$ cat src/verilog/core_pkg.sv
`default_nettype none

package core_pkg;

  localparam int insn_bits    = 32;
  localparam int gpr_idx_bits = 5;
  localparam int data_bits    = 64;

  // x31 reads as zero, x30 takes the return address of BL/BLR
  localparam logic [gpr_idx_bits-1:0] zero_reg = 5'd31;
  localparam logic [gpr_idx_bits-1:0] link_reg = 5'd30;

  // Decoded instruction class
  typedef enum logic [5:0] {
    op_ldur,
    op_stur,
    op_ldp,
    op_stp,
    op_movk,
    op_movz,
    op_adr,
    op_adrp,
    op_add,
    op_adds,
    op_sub,
    op_subs,
    op_and,
    op_ands,
    op_orr,
    op_orn,
    op_eor,
    op_ubfm,
    op_sbfm,
    op_csel,
    op_csinc,
    op_csinv,
    op_csneg,
    op_b,
    op_b_cond,
    op_bl,
    op_blr,
    op_br,
    op_ret,
    op_cbz,
    op_cbnz,
    op_nop,
    op_hlt,
    op_err
  } opcode_t;

  typedef enum logic [3:0] {
    alu_plus,
    alu_minus,
    alu_and,
    alu_or,
    alu_orn,
    alu_eor,
    alu_ubfm,
    alu_sbfm,
    alu_mov,
    alu_csel,
    alu_csinc,
    alu_csinv,
    alu_csneg,
    alu_pass
  } alu_op_t;

  typedef enum logic {
    fu_alu,
    fu_ls
  } fu_t;

  // A64 condition field encoding
  typedef enum logic [3:0] {
    c_eq, c_ne, c_cs, c_cc, c_mi, c_pl, c_vs, c_vc,
    c_hi, c_ls, c_ge, c_lt, c_gt, c_le, c_al, c_nv
  } cond_t;

endpackage

`default_nettype wire

$ cat src/verilog/operand_stage.sv
`default_nettype none

module operand_stage
  import core_pkg::*;
(
  input  wire                      in_clk,
  input  wire                      arst_n,
  input  wire                      dec_done,
  input  wire opcode_t             dec_op,
  input  wire alu_op_t             dec_alu_op,
  input  wire fu_t                 dec_fu,
  input  wire                      dec_set_nzcv,
  input  wire                      dec_uses_nzcv,
  input  wire                      dec_use_imm,
  input  wire  [data_bits-1:0]     dec_imm,
  input  wire cond_t               dec_cond,
  input  wire  [gpr_idx_bits-1:0]  dec_src1,
  input  wire  [gpr_idx_bits-1:0]  dec_src2,
  input  wire  [gpr_idx_bits-1:0]  dec_dst,
  input  wire  [data_bits-1:0]     rd_data_a,
  input  wire  [data_bits-1:0]     rd_data_b,
  output logic [gpr_idx_bits-1:0]  rd_idx_a,
  output logic [gpr_idx_bits-1:0]  rd_idx_b,
  output logic                     issue_valid,
  output opcode_t                  issue_op,
  output alu_op_t                  issue_alu_op,
  output fu_t                      issue_fu,
  output logic                     issue_set_nzcv,
  output logic                     issue_uses_nzcv,
  output cond_t                    issue_cond,
  output logic [gpr_idx_bits-1:0]  issue_dst,
  output logic [data_bits-1:0]     issue_opa,
  output logic [data_bits-1:0]     issue_opb,
  output logic [data_bits-1:0]     issue_stb_val
);

  assign rd_idx_a = dec_src1;
  assign rd_idx_b = dec_src2;

  always_ff @(posedge in_clk or negedge arst_n) begin
    if (!arst_n) begin
      issue_valid <= 1'b0;
    end else begin
      issue_valid <= dec_done;
    end
  end

  // Bundle payload, only meaningful while issue_valid is high
  always_ff @(posedge in_clk) begin
    if (dec_done) begin
      issue_op        <= dec_op;
      issue_alu_op    <= dec_alu_op;
      issue_fu        <= dec_fu;
      issue_set_nzcv  <= dec_set_nzcv;
      issue_uses_nzcv <= dec_uses_nzcv;
      issue_cond      <= dec_cond;
      issue_dst       <= dec_dst;
      issue_opa       <= rd_data_a;
      issue_opb       <= dec_use_imm ? dec_imm : rd_data_b;
      // Port b also carries the STUR data register
      issue_stb_val   <= rd_data_b;
    end
  end

endmodule

`default_nettype wire

$ cat config.mk
export PLATFORM = sky130hd
export DESIGN_NAME = operand_stage
export DESIGN_NICKNAME = d
export VERILOG_FILES = /design/src/verilog/core_pkg.sv /design/src/verilog/operand_stage.sv
export SDC_FILE = /design/constraint.sdc
export NUM_CORES = 1
export LEC_CHECK = 0
export ABC_AREA = 1
export BUFFER_PORTS_ARGS = -buffer_cell sky130_fd_sc_hd__buf_2
export CAP_MARGIN = 20
export CORE_AREA = 4 4 176 178
export CTS_CLUSTER_DIAMETER = 60
export CTS_CLUSTER_SIZE = 25
export DETAILED_ROUTE_END_ITERATION = 10
export DIE_AREA = 0 0 180 182
export GPL_TIMING_DRIVEN = 0
export PLACE_DENSITY = 0.58
export SLEW_MARGIN = 20
export SYNTH_ARGS = -nofsm -noshare
export SYNTH_HDL_FRONTEND = slang
export SYNTH_SLANG_ARGS = --single-unit
$ cat constraint.sdc
create_clock -name in_clk -period 0.8 [get_ports in_clk]
set_input_delay 0.16 -clock in_clk [delete_from_list [all_inputs] [get_ports in_clk]]
set_output_delay 0.16 -clock in_clk [all_outputs]
set_load 0.005 [all_outputs]
==> summary.txt <==
Synth
  • Area share of the largest cell type after synthesis: 0.872
  • Adder-Cell Fraction of Synth Area: 0
  • Largest family of logic cells by synthesized area: simple AND/OR/NAND/NOR gates
  • Netlist Area Pre-Place: 7370 µm²
  • Synth area leaders: edfxtp_1 (87%), nand2_1 (9.8%), buf_4 (1.1%)
  • Most area-hungry cell type in the Yosys netlist: edfxtp_1
  • Post-synthesis mux area share: 0
  • Xor-xnor portion of the synthesized cell area: 0
  • Synth cell types: 7
  • Complex-gate fraction of the synthesized area: 0
  • Syn. warnings: 0
  • Synthesized instance count: 431
  • Syn_area_per_cell: 17.1 µm²
  • Simple-gate share of the synthesized area: 0.0978
  • Syn_nets: 659
  • Sequential area share after synthesis: 0.875
  • Synth Register Bits: 215

Outcome
  • Run status: finished, violations left
  • Failing checks: hold timing, setup timing

GRT
  • Largest net degree at the start of global routing: 104
  • Vias in the first global route: 6668
  • All-layer global routing usage: 0.145
  • Initial antenna violation count: 1
  • GRT overflow: 0
  • First-pass GRT wire length: 37.3 mm

Clocking
  • CTS tree: yes
  • # hold bufs at CTS: 216
  • Longest Clk Path Bufs: 3
  • CTS Root Cell: clkbuf_16
  • CTS H-tree lvls: 1
  • TritonCTS buffer count: 24
  • Clock sinks: 215
  • Reg clk slew, reported paths: 80 ps

Timing
  • Minimum clock period: 1290 ps
  • Fmax: 0.777 GHz
  • Slew HR: 0.614
  • Setup WS post-layout: -487 ps
  • Slew @ Worst Pin: 579 ps
  • RSZ-0062 raised after global routing: yes
  • Final setup fails: 215
  • Final hold violation count: 10
  • Max Slew Vio Count: 0
  • Setup TNS: -81440 ps
  • Fin Hold WS: -78.2 ps
  • Final period util: 1.61

Finish
  • Finished Layout Cells: 1525
  • Net total in the final layout: 1345
  • Final Cell Area: 13100 µm²
  • Commonest non-fill, non-tap cell in the layout: buf_2
  • Register area: 6450 µm²
  • Syn-to-layout area delta: 77.7%
  • Multi-input gate area: 721 µm²
  • Fillcell total: 2597
  • Commonest non-fill, non-tap cells in the layout: buf_2 (446), dlygate4sd3_1 (216), edfxtp_1 (214), nand2_1 (192), clkbuf_16 (24)
  • Layout cell share with drive strength beyond 1: 0.447

Power
  • Power Dens Cells: 2120 nW/µm²
  • Design Power: 27.8 mW
  • Lkg Pwr: 5.85 nW
  • Max IR drop VDD: 1.29 mV

Drt
  • Drt first pass iters: 4
  • Initial DRC count: 282
  • Via count: 6116
  • DR DRC count: 0
  • Vias per cell: 4.01
  • Post-DR wirelength/cell: 16.6 µm
  • Final wirelength: 25.2 mm
  • Final ANT Viol Nets: 0

Floorplan
  • Initial Utilization: 0.251
  • Core area: 29400 µm²
  • Full die area: 32800 µm²
  • Die width: 180 µm
  • Die Y-Extent: 182 µm
  • Row cnt: 63
  • Boundary Pins: 453

Setup path
  • Setup CP Type: flop to output pin
  • Crit-path max FO: 1
  • Slowest cell on crit path: edfxtp_1
  • Slowest cell delay on critical path: 440 ps
  • WP buf/inv: 1
  • Crit. End Element: output pin
  • CP Cell Sequence: buf_2
  • Crit-path leading delay family: flip-flops
  • Startpoint types: flop
  • Crit path arrival time: 1130 ps
  • Worst EP required: 640 ps

Run
  • Max Cap Viol: 0

Worst hold path
  • Worst hold path type: input pin to flop

Place
  • Placed cell area: 10100 µm²
  • DP Cell Count: 1265
  • PortBufs: 442
  • Detailed placement HPWL: 17.6 mm
  • GPL Wtd Cong: 0.796
-- layout make-up --
class	count	area share
sequential	215	0.493
timing repair buffer	660	0.339
multi-input combinational	192	0.0550
clock buffer	25	0.0461
tap	390	0.0373
buffer	23	0.0152
clock inverter	18	0.0139
inverter	1	0.000287
antenna	1	0.000191
-- worst paths after layout --
check	from	endpoint	slack, ps	cells after the start
worst max-delay path	issue_set_nzcv	issue_set_nzcv	-490	1
worst min-delay path	dec_done	issue_dst[0]	-80	1
max in group asynchronous	arst_n	issue_valid	220	3
min in group asynchronous	arst_n	issue_valid	480	3
-- state kept, by name (all words and copies together), names as in the netlist, 4 cells and up --
register,count
issue_alu_op,4
issue_cond,4
issue_dst,5
issue_op,6
issue_opa,64
issue_opb,64
issue_stb_val,64
-- through the flow --
step,hold slack (ps),utilization,worst slack (ps)
floorplan,-136,-,33.3
global placement,-64.6,0.343,-3340
detailed placement,-64.9,0.345,-503
CTS,-105,0.445,-510
global route,-104,0.445,-525
finish,-78.2,0.445,-487
-- where the power goes --
group	switching [mW]	leakage [nW]	total [mW]	internal, mW
clock network	4.99	0.384	10.8	5.81
logic	1.49	3.36	3.36	1.87
registers	0.228	2.10	13.7	13.4
total	6.70	5.85	27.8	21.1
-- cell families (layout without fill, tap and decap cells) --
group	after synthesis	in the layout
simple gates	192	192
other cells	0	1
flops	215	215
buf+inv	24	727
-- timing repair --
item	CTS	global route
endpoints found under the hold margin	225	10
setup endpoints to repair	215	215
buffers inserted	0	0
gates resized for setup	0	2
-- layer usage --
metal	up-vias	wire length, µm	track usage
met2	331	13000	0.264
met4	0	661	0.0433
met5	-	0	0
met1	2848	9140	0.160
li1	2889	-	-
met3	48	2450	0.0505
-- Yosys cell counts, drive strengths merged --
cell type	n
buf	17
clkbuf	6
dfrtp	1
edfxtp	214
inv	1
nand2	192
Power figures use the tool's default switching activity.
