<file path="src/verilog/core_pkg.sv">
`default_nettype none

package core_pkg;

  localparam int insn_bits    = 32;
  localparam int gpr_idx_bits = 5;
  localparam int data_bits    = 64;

  // x31 reads as zero, x30 takes the return address of BL/BLR
  localparam logic [gpr_idx_bits-1:0] zero_reg = 5'd31;
  localparam logic [gpr_idx_bits-1:0] link_reg = 5'd30;

  // Decoded instruction class
  typedef enum logic [5:0] {
    op_ldur,
    op_stur,
    op_ldp,
    op_stp,
    op_movk,
    op_movz,
    op_adr,
    op_adrp,
    op_add,
    op_adds,
    op_sub,
    op_subs,
    op_and,
    op_ands,
    op_orr,
    op_orn,
    op_eor,
    op_ubfm,
    op_sbfm,
    op_csel,
    op_csinc,
    op_csinv,
    op_csneg,
    op_b,
    op_b_cond,
    op_bl,
    op_blr,
    op_br,
    op_ret,
    op_cbz,
    op_cbnz,
    op_nop,
    op_hlt,
    op_err
  } opcode_t;

  typedef enum logic [3:0] {
    alu_plus,
    alu_minus,
    alu_and,
    alu_or,
    alu_orn,
    alu_eor,
    alu_ubfm,
    alu_sbfm,
    alu_mov,
    alu_csel,
    alu_csinc,
    alu_csinv,
    alu_csneg,
    alu_pass
  } alu_op_t;

  typedef enum logic {
    fu_alu,
    fu_ls
  } fu_t;

  // A64 condition field encoding
  typedef enum logic [3:0] {
    c_eq, c_ne, c_cs, c_cc, c_mi, c_pl, c_vs, c_vc,
    c_hi, c_ls, c_ge, c_lt, c_gt, c_le, c_al, c_nv
  } cond_t;

endpackage

`default_nettype wire

</file>
<file path="src/verilog/dispatch.sv">
`default_nettype none

module dispatch
  import core_pkg::*;
(
  input  wire                     in_clk,
  input  wire                     arst_n,
  input  wire                     buf_done,
  input  wire [insn_bits-1:0]     buf_insnbits,
  output logic                    dec_done,
  output opcode_t                 dec_op,
  output alu_op_t                 dec_alu_op,
  output fu_t                     dec_fu,
  output logic                    dec_set_nzcv,
  output logic                    dec_uses_nzcv,
  output logic                    dec_use_imm,
  output logic [data_bits-1:0]    dec_imm,
  output cond_t                   dec_cond,
  output logic [gpr_idx_bits-1:0] dec_src1,
  output logic [gpr_idx_bits-1:0] dec_src2,
  output logic [gpr_idx_bits-1:0] dec_dst
);

  logic [insn_bits-1:0] insn;

  always_ff @(posedge in_clk or negedge arst_n) begin
    if (!arst_n) begin
      dec_done <= 1'b0;
    end else begin
      dec_done <= buf_done;
    end
  end

  always_ff @(posedge in_clk) begin
    if (buf_done) begin
      insn <= buf_insnbits;
    end
  end

  // Opcode match, 64-bit forms only
  always_comb begin
    casez (insn)
      32'b1111_1000_010?_????_????_00??_????_????: dec_op = op_ldur;
      32'b1111_1000_000?_????_????_00??_????_????: dec_op = op_stur;
      32'b1010_1000_11??_????_????_????_????_????: dec_op = op_ldp;
      32'b1010_1001_00??_????_????_????_????_????: dec_op = op_stp;
      32'b1111_0010_1???_????_????_????_????_????: dec_op = op_movk;
      32'b1101_0010_1???_????_????_????_????_????: dec_op = op_movz;
      32'b0??1_0000_????_????_????_????_????_????: dec_op = op_adr;
      32'b1??1_0000_????_????_????_????_????_????: dec_op = op_adrp;
      32'b1001_0001_0???_????_????_????_????_????: dec_op = op_add;
      32'b1010_1011_000?_????_????_????_????_????: dec_op = op_adds;
      32'b1101_0001_0???_????_????_????_????_????: dec_op = op_sub;
      32'b1110_1011_000?_????_????_????_????_????: dec_op = op_subs;
      32'b1001_0010_00??_????_????_????_????_????: dec_op = op_and;
      32'b1110_1010_000?_????_????_????_????_????: dec_op = op_ands;
      32'b1010_1010_000?_????_????_????_????_????: dec_op = op_orr;
      32'b1010_1010_001?_????_????_????_????_????: dec_op = op_orn;
      32'b1100_1010_000?_????_????_????_????_????: dec_op = op_eor;
      32'b1101_0011_01??_????_????_????_????_????: dec_op = op_ubfm;
      32'b1001_0011_01??_????_????_????_????_????: dec_op = op_sbfm;
      32'b1001_1010_100?_????_????_00??_????_????: dec_op = op_csel;
      32'b1001_1010_100?_????_????_01??_????_????: dec_op = op_csinc;
      32'b1101_1010_100?_????_????_00??_????_????: dec_op = op_csinv;
      32'b1101_1010_100?_????_????_01??_????_????: dec_op = op_csneg;
      32'b0001_01??_????_????_????_????_????_????: dec_op = op_b;
      32'b0101_0100_????_????_????_????_???0_????: dec_op = op_b_cond;
      32'b1001_01??_????_????_????_????_????_????: dec_op = op_bl;
      32'b1101_0110_0011_1111_0000_00??_???0_0000: dec_op = op_blr;
      32'b1101_0110_0001_1111_0000_00??_???0_0000: dec_op = op_br;
      32'b1101_0110_0101_1111_0000_00??_???0_0000: dec_op = op_ret;
      32'b1011_0100_????_????_????_????_????_????: dec_op = op_cbz;
      32'b1011_0101_????_????_????_????_????_????: dec_op = op_cbnz;
      32'b1101_0101_0000_0011_0010_0000_0001_1111: dec_op = op_nop;
      32'b1101_0100_010?_????_????_????_???0_0000: dec_op = op_hlt;
      default:                                     dec_op = op_err;
    endcase
  end

  // Register indices, immediate and condition field
  always_comb begin
    case (dec_op)
      op_bl, op_blr: dec_dst = link_reg;
      op_b, op_b_cond, op_br, op_ret, op_cbz, op_cbnz,
      op_nop, op_hlt, op_stur, op_stp: dec_dst = zero_reg;
      default: dec_dst = insn[4:0];
    endcase

    case (dec_op)
      op_cbz, op_cbnz: dec_src1 = insn[4:0];
      op_movk, op_movz, op_adr, op_adrp,
      op_b, op_b_cond, op_bl, op_nop: dec_src1 = zero_reg;
      default: dec_src1 = insn[9:5];
    endcase

    case (dec_op)
      op_adds, op_subs, op_ands, op_orr, op_orn, op_eor,
      op_csel, op_csinc, op_csinv, op_csneg: dec_src2 = insn[20:16];
      // Store data register
      op_stur: dec_src2 = insn[4:0];
      default: dec_src2 = zero_reg;
    endcase

    dec_use_imm = 1'b1;
    case (dec_op)
      op_ldur, op_stur: dec_imm = data_bits'(insn[20:12]);
      op_add, op_sub, op_ubfm, op_sbfm: dec_imm = data_bits'(insn[21:10]);
      op_movk, op_movz: dec_imm = data_bits'(insn[20:5]);
      default: begin
        dec_imm     = '0;
        dec_use_imm = 1'b0;
      end
    endcase

    case (dec_op)
      op_b_cond: dec_cond = cond_t'(insn[3:0]);
      op_csel, op_csinc, op_csinv, op_csneg: dec_cond = cond_t'(insn[15:12]);
      default: dec_cond = c_eq;
    endcase
  end

  // Control fields
  always_comb begin
    case (dec_op)
      op_ldur, op_stur, op_ldp, op_stp,
      op_add, op_adds, op_adr, op_adrp: dec_alu_op = alu_plus;
      op_sub, op_subs: dec_alu_op = alu_minus;
      op_and, op_ands: dec_alu_op = alu_and;
      op_orr:   dec_alu_op = alu_or;
      op_orn:   dec_alu_op = alu_orn;
      op_eor:   dec_alu_op = alu_eor;
      op_ubfm:  dec_alu_op = alu_ubfm;
      op_sbfm:  dec_alu_op = alu_sbfm;
      op_movk, op_movz: dec_alu_op = alu_mov;
      op_csel:  dec_alu_op = alu_csel;
      op_csinc: dec_alu_op = alu_csinc;
      op_csinv: dec_alu_op = alu_csinv;
      op_csneg: dec_alu_op = alu_csneg;
      default:  dec_alu_op = alu_pass;
    endcase

    dec_fu = (dec_op inside {op_ldur, op_stur, op_ldp, op_stp}) ? fu_ls : fu_alu;
    dec_set_nzcv  = dec_op inside {op_adds, op_subs, op_ands};
    dec_uses_nzcv = dec_op inside {op_b_cond, op_csel, op_csinc, op_csinv, op_csneg};
  end

endmodule

`default_nettype wire

</file>
<file path="config.mk">
export PLATFORM = sky130hd
export DESIGN_NAME = dispatch
export DESIGN_NICKNAME = d
export VERILOG_FILES = /design/src/verilog/core_pkg.sv /design/src/verilog/dispatch.sv
export SDC_FILE = /design/constraint.sdc
export NUM_CORES = 1
export LEC_CHECK = 0
export ABC_AREA = 1
export BUFFER_PORTS_ARGS = -buffer_cell sky130_fd_sc_hd__buf_4
export CAP_MARGIN = 20
export CORE_MARGIN = 5
export CORE_UTILIZATION = 55
export CTS_CLUSTER_DIAMETER = 60
export DETAILED_ROUTE_END_ITERATION = 7
export PLACE_DENSITY = 0.95
export SYNTH_ARGS = -nofsm -noshare
export SYNTH_HDL_FRONTEND = slang
export SYNTH_SLANG_ARGS = --single-unit
</file>
<file path="constraint.sdc">
create_clock -name in_clk -period 6 [get_ports in_clk]
set_input_delay 0 -clock in_clk [delete_from_list [all_inputs] [get_ports in_clk]]
set_output_delay 0 -clock in_clk [all_outputs]
set_load 0.005 [all_outputs]
</file>
==> results.sh <==
export IMPL_cellLeakagePower_nw=2.40
export IMPL_start_kind="flip-flop"
export IMPL_synth_edff_count=32
export IMPL_vdd_drop_max_mv=0.198
export IMPL_ios=133
export IMPL_cp_end_kind="primary output"
export IMPL_diodes=0
export IMPL_maxCapViolCount=0
export IMPL_grt_pass1_vias=4223
export IMPL_hp_class="in2async"
export IMPL_synth_top_area_share_pct=26.1
export IMPL_fin_tns_setup_ns=0
export IMPL_htreeDepth=2
export IMPL_synthCells=579
export IMPL_final_hold_viol_count=0
export IMPL_grt_usage_pct=30.8
export IMPL_dpl_instance_area_um2=4210
export IMPL_synth_commonest_cells="nand2_1, nor2_1, inv_1"
export IMPL_yosys_cell_count_top_type="nand2_1"
export IMPL_finalNonFillerCells=778
export IMPL_overflow=0
export IMPL_placed_cells=737
export IMPL_dpl_hpwl_mm=9.30
export IMPL_ys_warn_count=0
export IMPL_slew_violations=0
export IMPL_fp_dieW_um=91.8
export IMPL_final_area_um2=4620
export IMPL_nets=740
export IMPL_crit_arrival_ns=3.85
export IMPL_synth_area_top_cells="edfxtp_1, nand2_1, nor2_1"
export IMPL_vias=4497
export IMPL_layout_drive_gt1_share_pct=20.3
export IMPL_via_per_inst=5.78
export IMPL_status="completed"
export IMPL_drt_initial_drc_count=466
export IMPL_grt_max_degree=34
export IMPL_finalCriticalPeriod_ns=3.85
export IMPL_fmaxAchievable_mhz=260
export IMPL_period_share_pct=64.2
export IMPL_ys_ff_latch=33
export IMPL_max_slew_margin_pct=50.8
export IMPL_antenna_found_initial=0
export IMPL_setup_viol=0
export IMPL_start_util_pct=57.4
export IMPL_cp_max_fo=8
export IMPL_required_ns=6.00
export IMPL_syn_avg_cell_area_um2=6.36
export IMPL_port_buffer_count=84
export IMPL_cts_sinks=33
export IMPL_routed_wl_mm=13.6
export IMPL_cts_root_buf="clkbuf_8"
export IMPL_yosys_cell_types_count=37
export IMPL_power_density_nw_per_um2=153
export IMPL_drc=0
export IMPL_area_growth_synth_to_final_pct=25.5
export IMPL_critical_path_class="reg2out"
export IMPL_ys_flop_type="edfxtp_1"
export IMPL_worst_slew_pin_slew_ns=0.731
export IMPL_gp_congestion=0.988
export IMPL_cts_tree="built"
export IMPL_wl_per_cell_um=17.4
export IMPL_async_flop_share_pct=3.03
export IMPL_syn_cell_area_um2=3680
export IMPL_grt_pass1_wl_mm=21.0
export IMPL_path_clk_slew_ns=0.08
export IMPL_rsz0062_at_grt="no"
export IMPL_core_um2=6420
export IMPL_first_pass_iters=7
export IMPL_seq_area_frac_synth_pct=26.8
export IMPL_clockBufferDepth=2
export IMPL_row_count=29
export IMPL_die_area_um2=8430
export IMPL_die_h_um=91.8
export IMPL_ant_nets=0
export IMPL_synth_top_area_cell="edfxtp_1"
export IMPL_post_cts_resized=0
export IMPL_cts_buffers=5
metrics by stage:
stage	total power [mW]	setup slack [ns]	hold slack (ns)	util, %
after floorplan	0.433	3.38	-0.296	-
after global placement	0.501	2.71	-0.225	65.6
final	0.705	2.15	0.0299	72.0
after detailed placement	0.504	2.69	-0.223	65.6
after CTS	0.677	2.36	0.0234	72.0
after global routing	0.731	1.81	0.0450	72.0
path summary, 6_finish.rpt:
| kind | startpoint | endpoint |
|---|---|---|
| min in group in_clk | buf_done | dec_done |
| hold / removal | arst_n | dec_done |
| max in group asynchronous | arst_n | dec_done |
| setup / recovery | insn[22] | dec_src2[2] |
layer usage:
| metal | up-vias | part of all wire (%) | GRT usage (%) |
|---|---|---|---|
| met3 | 105 | 15 | 9.08 |
| met4 | 0 | 6.3 | 17.5 |
| met1 | 1932 | 35 | 36.8 |
| met5 | - | 0 | 0 |
| met2 | 457 | 43 | 49.6 |
| li1 | 2003 | - | - |
registers in the layout, summed over array words and instances, names as in the netlist:
name      cells
dec_done      1
insn         32
cells by family (layout without fill, tap and decap cells):
kind of cell / Yosys count / count (layout) / share of synthesized area [%]
AND/OR/NAND/NOR: 373 / 373 / 45.4
buffers and inverters: 126 / 201 / 18.0
AO/OA/AOI/OAI: 41 / 41 / 7.98
flip-flops: 33 / 33 / 26.8
adder cells (fa/ha/maj): 5 / 5 / 1.70
other: 1 / 48 / 0.102
critical path, stage by stage (launching register included):
cell and delay (ns):
edfxtp_1 0.55, inv_1 0.14, nand2_1 0.18, nor2_1 0.08
nand2_1 0.07, nor2_1 0.06, nand2_1 0.15, o2111ai_1 0.14
nor4_1 0.58, inv_1 0.27, ha_1 0.33, inv_1 0.12
nor2_1 0.05, o21ai_1 0.24, nand3_1 0.23, nand2_1 0.11
nand3_1 0.09, buf_4 0.15
power breakdown:
part           internal [mW]  switching (mW)
registers              0.274          0.0312
clock network         0.0805          0.0884
logic                 0.0927           0.138
layout make-up:
type | count | area [µm²]
inverters | 76 | 288
flip-flops and latches | 33 | 986
clock inverters | 2 | 10.0
multi-input cells | 467 | 2210
well taps | 77 | 96.3
clock buffers | 6 | 72.6
fillers | 464 | 1800
repair buffers | 117 | 961
timing repair:
action / in CTS / in global routing
hold endpoints to repair: 33 / 0
hold buffers: 33 / 0
setup buffers: 0 / 0
placed cells by master (no fill, tap or decap), types with 9 or more instances in the layout:
cell	netlist	final
edfxtp_1	32	32
nand2_1	160	160
inv_2	14	14
dlygate4sd3_1	0	33
nor2_1	114	114
inv_1	61	61
o21ai_0	12	12
nor2_2	9	9
conb_1	1	48
buf_4	48	84
nand3_1	51	51
No activity file was read; power rests on OpenSTA's default activity.
