===== src/verilog/core_pkg.sv =====
`default_nettype none

package core_pkg;

  localparam int insn_bits    = 32;
  localparam int gpr_idx_bits = 5;
  localparam int data_bits    = 64;

  // x31 reads as zero, x30 takes the return address of BL/BLR
  localparam logic [gpr_idx_bits-1:0] zero_reg = 5'd31;
  localparam logic [gpr_idx_bits-1:0] link_reg = 5'd30;

  // Decoded instruction class
  typedef enum logic [5:0] {
    op_ldur,
    op_stur,
    op_ldp,
    op_stp,
    op_movk,
    op_movz,
    op_adr,
    op_adrp,
    op_add,
    op_adds,
    op_sub,
    op_subs,
    op_and,
    op_ands,
    op_orr,
    op_orn,
    op_eor,
    op_ubfm,
    op_sbfm,
    op_csel,
    op_csinc,
    op_csinv,
    op_csneg,
    op_b,
    op_b_cond,
    op_bl,
    op_blr,
    op_br,
    op_ret,
    op_cbz,
    op_cbnz,
    op_nop,
    op_hlt,
    op_err
  } opcode_t;

  typedef enum logic [3:0] {
    alu_plus,
    alu_minus,
    alu_and,
    alu_or,
    alu_orn,
    alu_eor,
    alu_ubfm,
    alu_sbfm,
    alu_mov,
    alu_csel,
    alu_csinc,
    alu_csinv,
    alu_csneg,
    alu_pass
  } alu_op_t;

  typedef enum logic {
    fu_alu,
    fu_ls
  } fu_t;

  // A64 condition field encoding
  typedef enum logic [3:0] {
    c_eq, c_ne, c_cs, c_cc, c_mi, c_pl, c_vs, c_vc,
    c_hi, c_ls, c_ge, c_lt, c_gt, c_le, c_al, c_nv
  } cond_t;

endpackage

`default_nettype wire


===== src/verilog/fetch_buffer.sv =====
`default_nettype none

module fetch_buffer
  import core_pkg::*;
#(
  parameter int fetch_depth = 4
) (
  input  wire                  in_clk,
  input  wire                  arst_n,
  input  wire                  in_fetch_done,
  input  wire [insn_bits-1:0]  in_fetch_insnbits,
  input  wire                  in_stall,
  output logic                 buf_done,
  output logic [insn_bits-1:0] buf_insnbits,
  output logic                 fetch_overflow
);

  localparam int ptr_bits = $clog2(fetch_depth);

  logic [insn_bits-1:0] mem [fetch_depth];
  logic [ptr_bits-1:0]  rd_ptr;
  logic [ptr_bits-1:0]  wr_ptr;
  logic [ptr_bits:0]    count;
  logic                 full;
  logic                 push;
  logic                 pop;

  assign full = (count == (ptr_bits + 1)'(fetch_depth));
  // A word written this edge is only visible to the pop on the next one
  assign pop  = (count != '0) && !in_stall;
  assign push = in_fetch_done && !full;

  always_ff @(posedge in_clk or negedge arst_n) begin
    if (!arst_n) begin
      rd_ptr         <= '0;
      wr_ptr         <= '0;
      count          <= '0;
      buf_done       <= 1'b0;
      fetch_overflow <= 1'b0;
    end else begin
      buf_done <= pop;
      if (pop) begin
        rd_ptr <= rd_ptr + 1'b1;
      end
      if (push) begin
        wr_ptr <= wr_ptr + 1'b1;
      end
      count <= count + (ptr_bits + 1)'(push) - (ptr_bits + 1)'(pop);
      // Sticky until reset
      if (in_fetch_done && full) begin
        fetch_overflow <= 1'b1;
      end
    end
  end

  always_ff @(posedge in_clk) begin
    if (push) begin
      mem[wr_ptr] <= in_fetch_insnbits;
    end
    if (pop) begin
      buf_insnbits <= mem[rd_ptr];
    end
  end

  a_count_bound : assert property (@(posedge in_clk) disable iff (!arst_n)
    count <= (ptr_bits + 1)'(fetch_depth));

endmodule

`default_nettype wire


===== config.mk =====
export PLATFORM = sky130hd
export DESIGN_NAME = fetch_buffer
export DESIGN_NICKNAME = d
export VERILOG_FILES = /design/src/verilog/core_pkg.sv /design/src/verilog/fetch_buffer.sv
export SDC_FILE = /design/constraint.sdc
export NUM_CORES = 1
export LEC_CHECK = 0
export BUFFER_PORTS_ARGS = -buffer_cell sky130_fd_sc_hd__buf_2
export CAP_MARGIN = 40
export CORE_ASPECT_RATIO = 0.8
export CORE_MARGIN = 2
export CORE_UTILIZATION = 55
export CTS_BUF_LIST = sky130_fd_sc_hd__clkbuf_2 sky130_fd_sc_hd__clkbuf_4 sky130_fd_sc_hd__clkbuf_8
export CTS_CLUSTER_SIZE = 14
export DETAILED_ROUTE_END_ITERATION = 8
export GPL_ROUTABILITY_DRIVEN = 0
export PLACE_DENSITY = 0.78
export SLEW_MARGIN = 0
export SYNTH_ARGS = -nofsm -noshare
export SYNTH_HDL_FRONTEND = slang
export SYNTH_SLANG_ARGS = --single-unit

===== constraint.sdc =====
create_clock -name in_clk -period 4.4 [get_ports in_clk]
set_input_delay 0.88 -clock in_clk [delete_from_list [all_inputs] [get_ports in_clk]]
set_output_delay 0.88 -clock in_clk [all_outputs]
set_load 0.01 [all_outputs]

==> results.yml, run 1 <==
run_status:
  status: "finished clean"
floorplanning:
  initial_utilization: 0.562
  io_pins: 70
  die_width_um: 122
  rows: 34
  die_h_um: 98.1
  dieArea_mm2: 0.0119
  core_area_mm2: 0.0108
sta:
  post-route-period-util: 0.573
  relSlewSlack: 0.414
  drv_slew: 0
  finalHoldViolations: 0
  setup_viol: 0
  worst_slew_pin_slew_ps: 879
  finalCriticalPeriod_ps: 2520
  worst_clock_skew_ps: 7.14
  rsz0062_at_grt: "no"
  fmax_mhz: 396
  tns_ps: 0
grt:
  grt_max_degree: 36
  antenna_found_initial: 0
  overflow: 0
  grt_usage: 0.175
  grt_first_pass_wirelength_mm: 14.5
  grt_pass1_vias: 2681
clock_network:
  cts_resized: 0
  cts_hold_buf: 0
  cts_tree: "yes"
  post_cts_buffers: 0
  clk_latency_ps: 440
  clockRootBuffer: "clkbuf_8"
  cts.sinks: 169
  cts_made_buffers: 17
  clk_pin_slew_worst_paths_ps: 80
  clockBufferDepth: 2
  htree_levels: 4
routing:
  drt-met1-wl_mm: 4.23
  ant_nets: 0
  met3_length_um: 467
  finalWirelength_mm: 9.45
  drt_drc_violations_left: 0
  vias: 2552
  route.detailed.wl_per_inst_um: 19.6
  met2_length_mm: 4.65
  first_pass_iters: 4
  highest_layer: "met4"
  drtIter0Drc: 161
  vias_per_cell: 5.31
finish:
  mostFrequentLayoutCells: "160 x edfxtp_1, 69 x buf_2, 28 x mux4_2, 17 x clkbuf_8, 7 x dfrtp_1"
  nFillCells: 724
  syn_to_final_growth_pct: 15.5
  fin_nets: 367
  num_antenna_cells: 0
  layout_commonest_cell: "edfxtp_1"
  drive_above_1_share: 0.427
critical_path:
  ff2ff_setup_slack_ps: 1880
  critPathMaxFanout: 35
  regToRegStartpoint: "count[1]$_DFF_PN0_"
  path_class: "reg2reg"
  worstPathArrival_ps: 2890
  critPathLaunchType: "flip-flop"
  critPathCaptureType: "flip-flop"
  rr_endpoint: "count[2]$_DFF_PN0_"
  crit_required_ps: 4760
  ff2ff_path_depth: 10
synth:
  syn_area_mm2: 0.00609
  ys_ff_latch: 169
  netlist_instances: 238
  synth_area_per_cell_um2: 25.6
  synth_largest_area_cell: "edfxtp_1"
  syn_nets: 281
  synth_top_area_share: 0.789
  yosys-top-cells-area: "edfxtp_1 79%, mux4_2 10%, dfrtp_1 3.7%"
  synth_warnings: 0
  synthDistinctLibCells: 20
  ys_seq_area_frac: 0.825
pwr:
  p_leak_nw: 2.43
  power_w: 0.00455
  powerDensity_mw_per_mm2: 647
  peakVddDrop_uv: 398
flow_run:
  max_cap_violations: 0
worst_hold_path:
  min_path_type: "in2async"
placement:
  io_buffers: 69
  dpl.hpwl_mm: 5.58
cell usage after synthesis:
cell,instances
nor2_1,2
ha_1,6
mux4_1,4
and2_1,4
mux2_2,1
mux4_2,28
nor3b_1,1
clkbuf_1,1
buf_6,1
xor2_1,2
buf_12,3
xnor2_1,3
dfrtp_1,9
inv_1,6
fa_1,1
edfxtp_1,160
a31o_2,1
a21boi_2,1
buf_2,3
nor3_1,1
report_power, final:
group          switching, W  internal, W
Combinational      0.000494     0.000534
Sequential         0.000217      0.00226
Clock              0.000539     0.000502
per-layer routing:
| layer | global-route usage | vias up |
|---|---|---|
| met1 | 0.234 | 1321 |
| met5 | 0 | - |
| met2 | 0.270 | 62 |
| met3 | 0.0666 | 10 |
| met4 | 0.0584 | 0 |
| li1 | - | 1159 |
logic make-up (layout without fill, tap and decap cells):
kind of cell             after synthesis  in the layout  synth area share
AO/OA/AOI/OAI                          2              2           0.00329
flip-flops                           169            169             0.825
multiplexers                          33             33             0.123
adder cells (fa/ha/maj)                7              7            0.0156
AND/OR/NAND/NOR                        8              8           0.00739
XOR/XNOR                               5              5           0.00719
buffers and inverters                 14            113            0.0185
sequential cells by signal (all words and copies together), names as in the netlist:
register	flops
fetch_overflow	1
mem	128
count	3
rd_ptr	2
wr_ptr	2
buf_insnbits	32
buf_done	1
through the flow:
step / setup WS, ps / instance area [um^2] / util / hold slack, ps / cells
after floorplan: 619 / 6090 / - / 503 / 238
after global placement: 1570 / 6550 / 0.604 / 471 / 444
after detailed placement: 1510 / 6650 / 0.613 / 482 / 449
after CTS: 1850 / 7040 / 0.649 / 257 / 481
after global routing: 1690 / 7040 / 0.649 / 246 / 481
final: 1880 / 7040 / 0.649 / 283 / 481
final cells by class:
class / count / area, um^2 / share of cell area
inverter: 6 / 22.5 / 0.00320
tap: 144 / 180 / 0.0256
clock buffer: 17 / 234 / 0.0333
multi-input combinational: 55 / 963 / 0.137
sequential: 169 / 5030 / 0.715
clock inverter: 15 / 150 / 0.0213
timing repair buffer: 75 / 453 / 0.0644
worst max path at each step:
stage | start | to | slack, ps | cells past startpoint
floorplan | in_stall | count[2]$_DFF_PN0_ | 620 | 8
global placement | in_stall | count[2]$_DFF_PN0_ | 1570 | 10
detailed placement | in_stall | count[2]$_DFF_PN0_ | 1510 | 10
CTS | count[1]$_DFF_PN0_ | count[2]$_DFF_PN0_ | 1850 | 10
global route | count[1]$_DFF_PN0_ | count[2]$_DFF_PN0_ | 1690 | 10
finish | count[1]$_DFF_PN0_ | count[2]$_DFF_PN0_ | 1880 | 10
critical path, cell delays in order (launching register included):
cell	delay [ps]
dfrtp_1	440
nor3_1	420
nor2_4	30
buf_4	290
ha_1	330
inv_1	60
ha_1	130
inv_1	50
fa_1	370
xnor2_1	190
xnor2_1	140
No activity file was read; power rests on OpenSTA's default activity.
==> inputs of run 2 (changes only) <==
--- a/config.mk
+++ b/config.mk
@@ -9,12 +9,12 @@
 export CAP_MARGIN = 40
 export CORE_ASPECT_RATIO = 0.8
 export CORE_MARGIN = 2
-export CORE_UTILIZATION = 55
+export CORE_UTILIZATION = 54
 export CTS_BUF_LIST = sky130_fd_sc_hd__clkbuf_2 sky130_fd_sc_hd__clkbuf_4 sky130_fd_sc_hd__clkbuf_8
 export CTS_CLUSTER_SIZE = 14
 export DETAILED_ROUTE_END_ITERATION = 8
 export GPL_ROUTABILITY_DRIVEN = 0
-export PLACE_DENSITY = 0.78
+export PLACE_DENSITY = 0.8
 export SLEW_MARGIN = 0
 export SYNTH_ARGS = -nofsm -noshare
 export SYNTH_HDL_FRONTEND = slang
==> constraint.sdc (replaced) <==
create_clock -name in_clk -period 2.3 [get_ports in_clk]
set_input_delay 0.46 -clock in_clk [delete_from_list [all_inputs] [get_ports in_clk]]
set_output_delay 0.46 -clock in_clk [all_outputs]
set_load 0.01 [all_outputs]
==> run 2 against run 1 <==
Global-route usage rose by 0.40 points. Critical endpoint unchanged. Die area is 1.8% higher. Via count increased by 4.7%. Register-to-register slack got worse by 1600 ps. Design area increased by 1.0%. Flip-flop and latch count unchanged. Maximum frequency up 22%. Clock power grew 110%.
==> results.yml, run 2 (synthesized netlist as in run 1, its figures left out) <==
critical_path:
  ff2ff_setup_slack_ps: 230
  rr_endpoint: "count[2]$_DFF_PN0_"
  worstPathArrival_ps: 2440
  critPathCaptureType: "flip-flop"
  ff2ff_path_depth: 9
  regToRegStartpoint: "count[1]$_DFF_PN0_"
  critPathMaxFanout: 4
  critPathLaunchType: "flip-flop"
  path_class: "reg2reg"
  crit_required_ps: 2670
finish:
  mostFrequentLayoutCells: "160 x edfxtp_1, 69 x buf_2, 28 x mux4_2, 17 x clkbuf_8, 7 x buf_4"
  largest_register_ffs: 128
  top_register: "mem"
  num_antenna_cells: 0
  fin_util: 0.650
  nFillCells: 727
  fin_nets: 372
  top_regs: "mem (128), buf_insnbits (32), count (3)"
  layout_commonest_cell: "edfxtp_1"
  syn_to_final_growth_pct: 16.7
  final_area_mm2: 0.00711
  drive_above_1_share: 0.442
clock_network:
  clockBufferDepth: 2
  clk_latency_ps: 440
  cts_tree: "yes"
  cts_hold_buf: 1
  clk_pin_slew_worst_paths_ps: 90
  clockRootBuffer: "clkbuf_8"
  htree_levels: 4
  post_cts_buffers: 0
  cts_made_buffers: 17
  cts_resized: 0
  cts.sinks: 169
placement:
  io_buffers: 69
  dpl.hpwl_mm: 5.77
  dpl-instance-area_mm2: 0.00667
  place_ws_ps: 232
floorplanning:
  die_h_um: 99.0
  die_width_um: 123
  initial_utilization: 0.557
  dieArea_mm2: 0.0122
  io_pins: 70
  core_area_mm2: 0.0109
  rows: 34
grt:
  grt_usage: 0.179
  grt_max_degree: 35
  overflow: 0
  antenna_found_initial: 0
  grt_pass1_vias: 2761
  grt_first_pass_wirelength_mm: 15.0
sta:
  finalHoldViolations: 0
  rsz0062_at_grt: "no"
  fmax_mhz: 483
  worst_clock_skew_ps: 9.31
  finalCriticalPeriod_ps: 2070
  worst_slew_pin_slew_ps: 845
  drv_slew: 0
  post-route-period-util: 0.900
  tns_ps: 0
  setup_ws_ps: 230
  setup_viol: 0
  relSlewSlack: 0.437
pwr:
  powerDensity_mw_per_mm2: 1260
  peakVddDrop_uv: 797
  power_w: 0.00894
  p_leak_nw: 2.48
routing:
  route.detailed.wl_per_inst_um: 20.0
  drtIter0Drc: 187
  vias_per_cell: 5.50
  vias: 2672
  drt_drc_violations_left: 0
  ant_nets: 0
  first_pass_iters: 4
  finalWirelength_mm: 9.70
worst_hold_path:
  holdPathStages: 1
  hold_start: "in_fetch_insnbits[28]"
  whs_endpoint: "mem[2][28]$_DFFE_PP_"
  min_path_type: "in2reg"
flow_run:
  max_cap_violations: 0
run_status:
  status: "finished clean"
[run 2: worst max-delay path by stage]
stage	start	end	cells past startpoint
after global routing	count[1]$_DFF_PN0_	count[2]$_DFF_PN0_	9
after floorplan	count[2]$_DFF_PN0_	count[2]$_DFF_PN0_	9
final	count[1]$_DFF_PN0_	count[2]$_DFF_PN0_	9
after CTS	count[1]$_DFF_PN0_	count[2]$_DFF_PN0_	9
after detailed placement	in_fetch_done	count[2]$_DFF_PN0_	10
after global placement	in_fetch_done	count[2]$_DFF_PN0_	10
[run 2: power by group]
part / switching [W] / internal, W
registers: 0.000403 / 0.00433
logic: 0.000966 / 0.00103
clock network: 0.00101 / 0.00120
[run 2: worst max-delay path, stage by stage, from the launching register on]
cell	delay, ps
dfrtp_2	470
nor3_4	260
nor2_4	70
ha_1	290
inv_1	60
ha_1	120
inv_1	50
fa_2	330
xnor2_1	220
xnor2_1	140
[run 2: cell type report]
cell class              instances  area [um^2]  area share
well taps                     144          180      0.0253
flip-flops and latches        169         5030       0.708
inverters                       6         22.5     0.00317
clock buffers                  19          249      0.0350
clock inverters                13          178      0.0250
repair buffers                 80          468      0.0658
multi-input cells              55          977       0.137
[run 2: layer usage]
layer  wire length (um)  part of all wire  GRT usage
met1               3740              0.39      0.220
met2               4910              0.51      0.281
met3                889             0.092     0.0735
met4                171             0.018     0.0769
met5                  0                 0          0
[run 2: metrics by stage]
| step | hold slack [ps] | instances |
|---|---|---|
| global placement | 320 | 453 |
| finish | 229 | 486 |
| floorplan | 164 | 238 |
| detailed placement | 321 | 453 |
| CTS | 194 | 486 |
| global route | 185 | 486 |
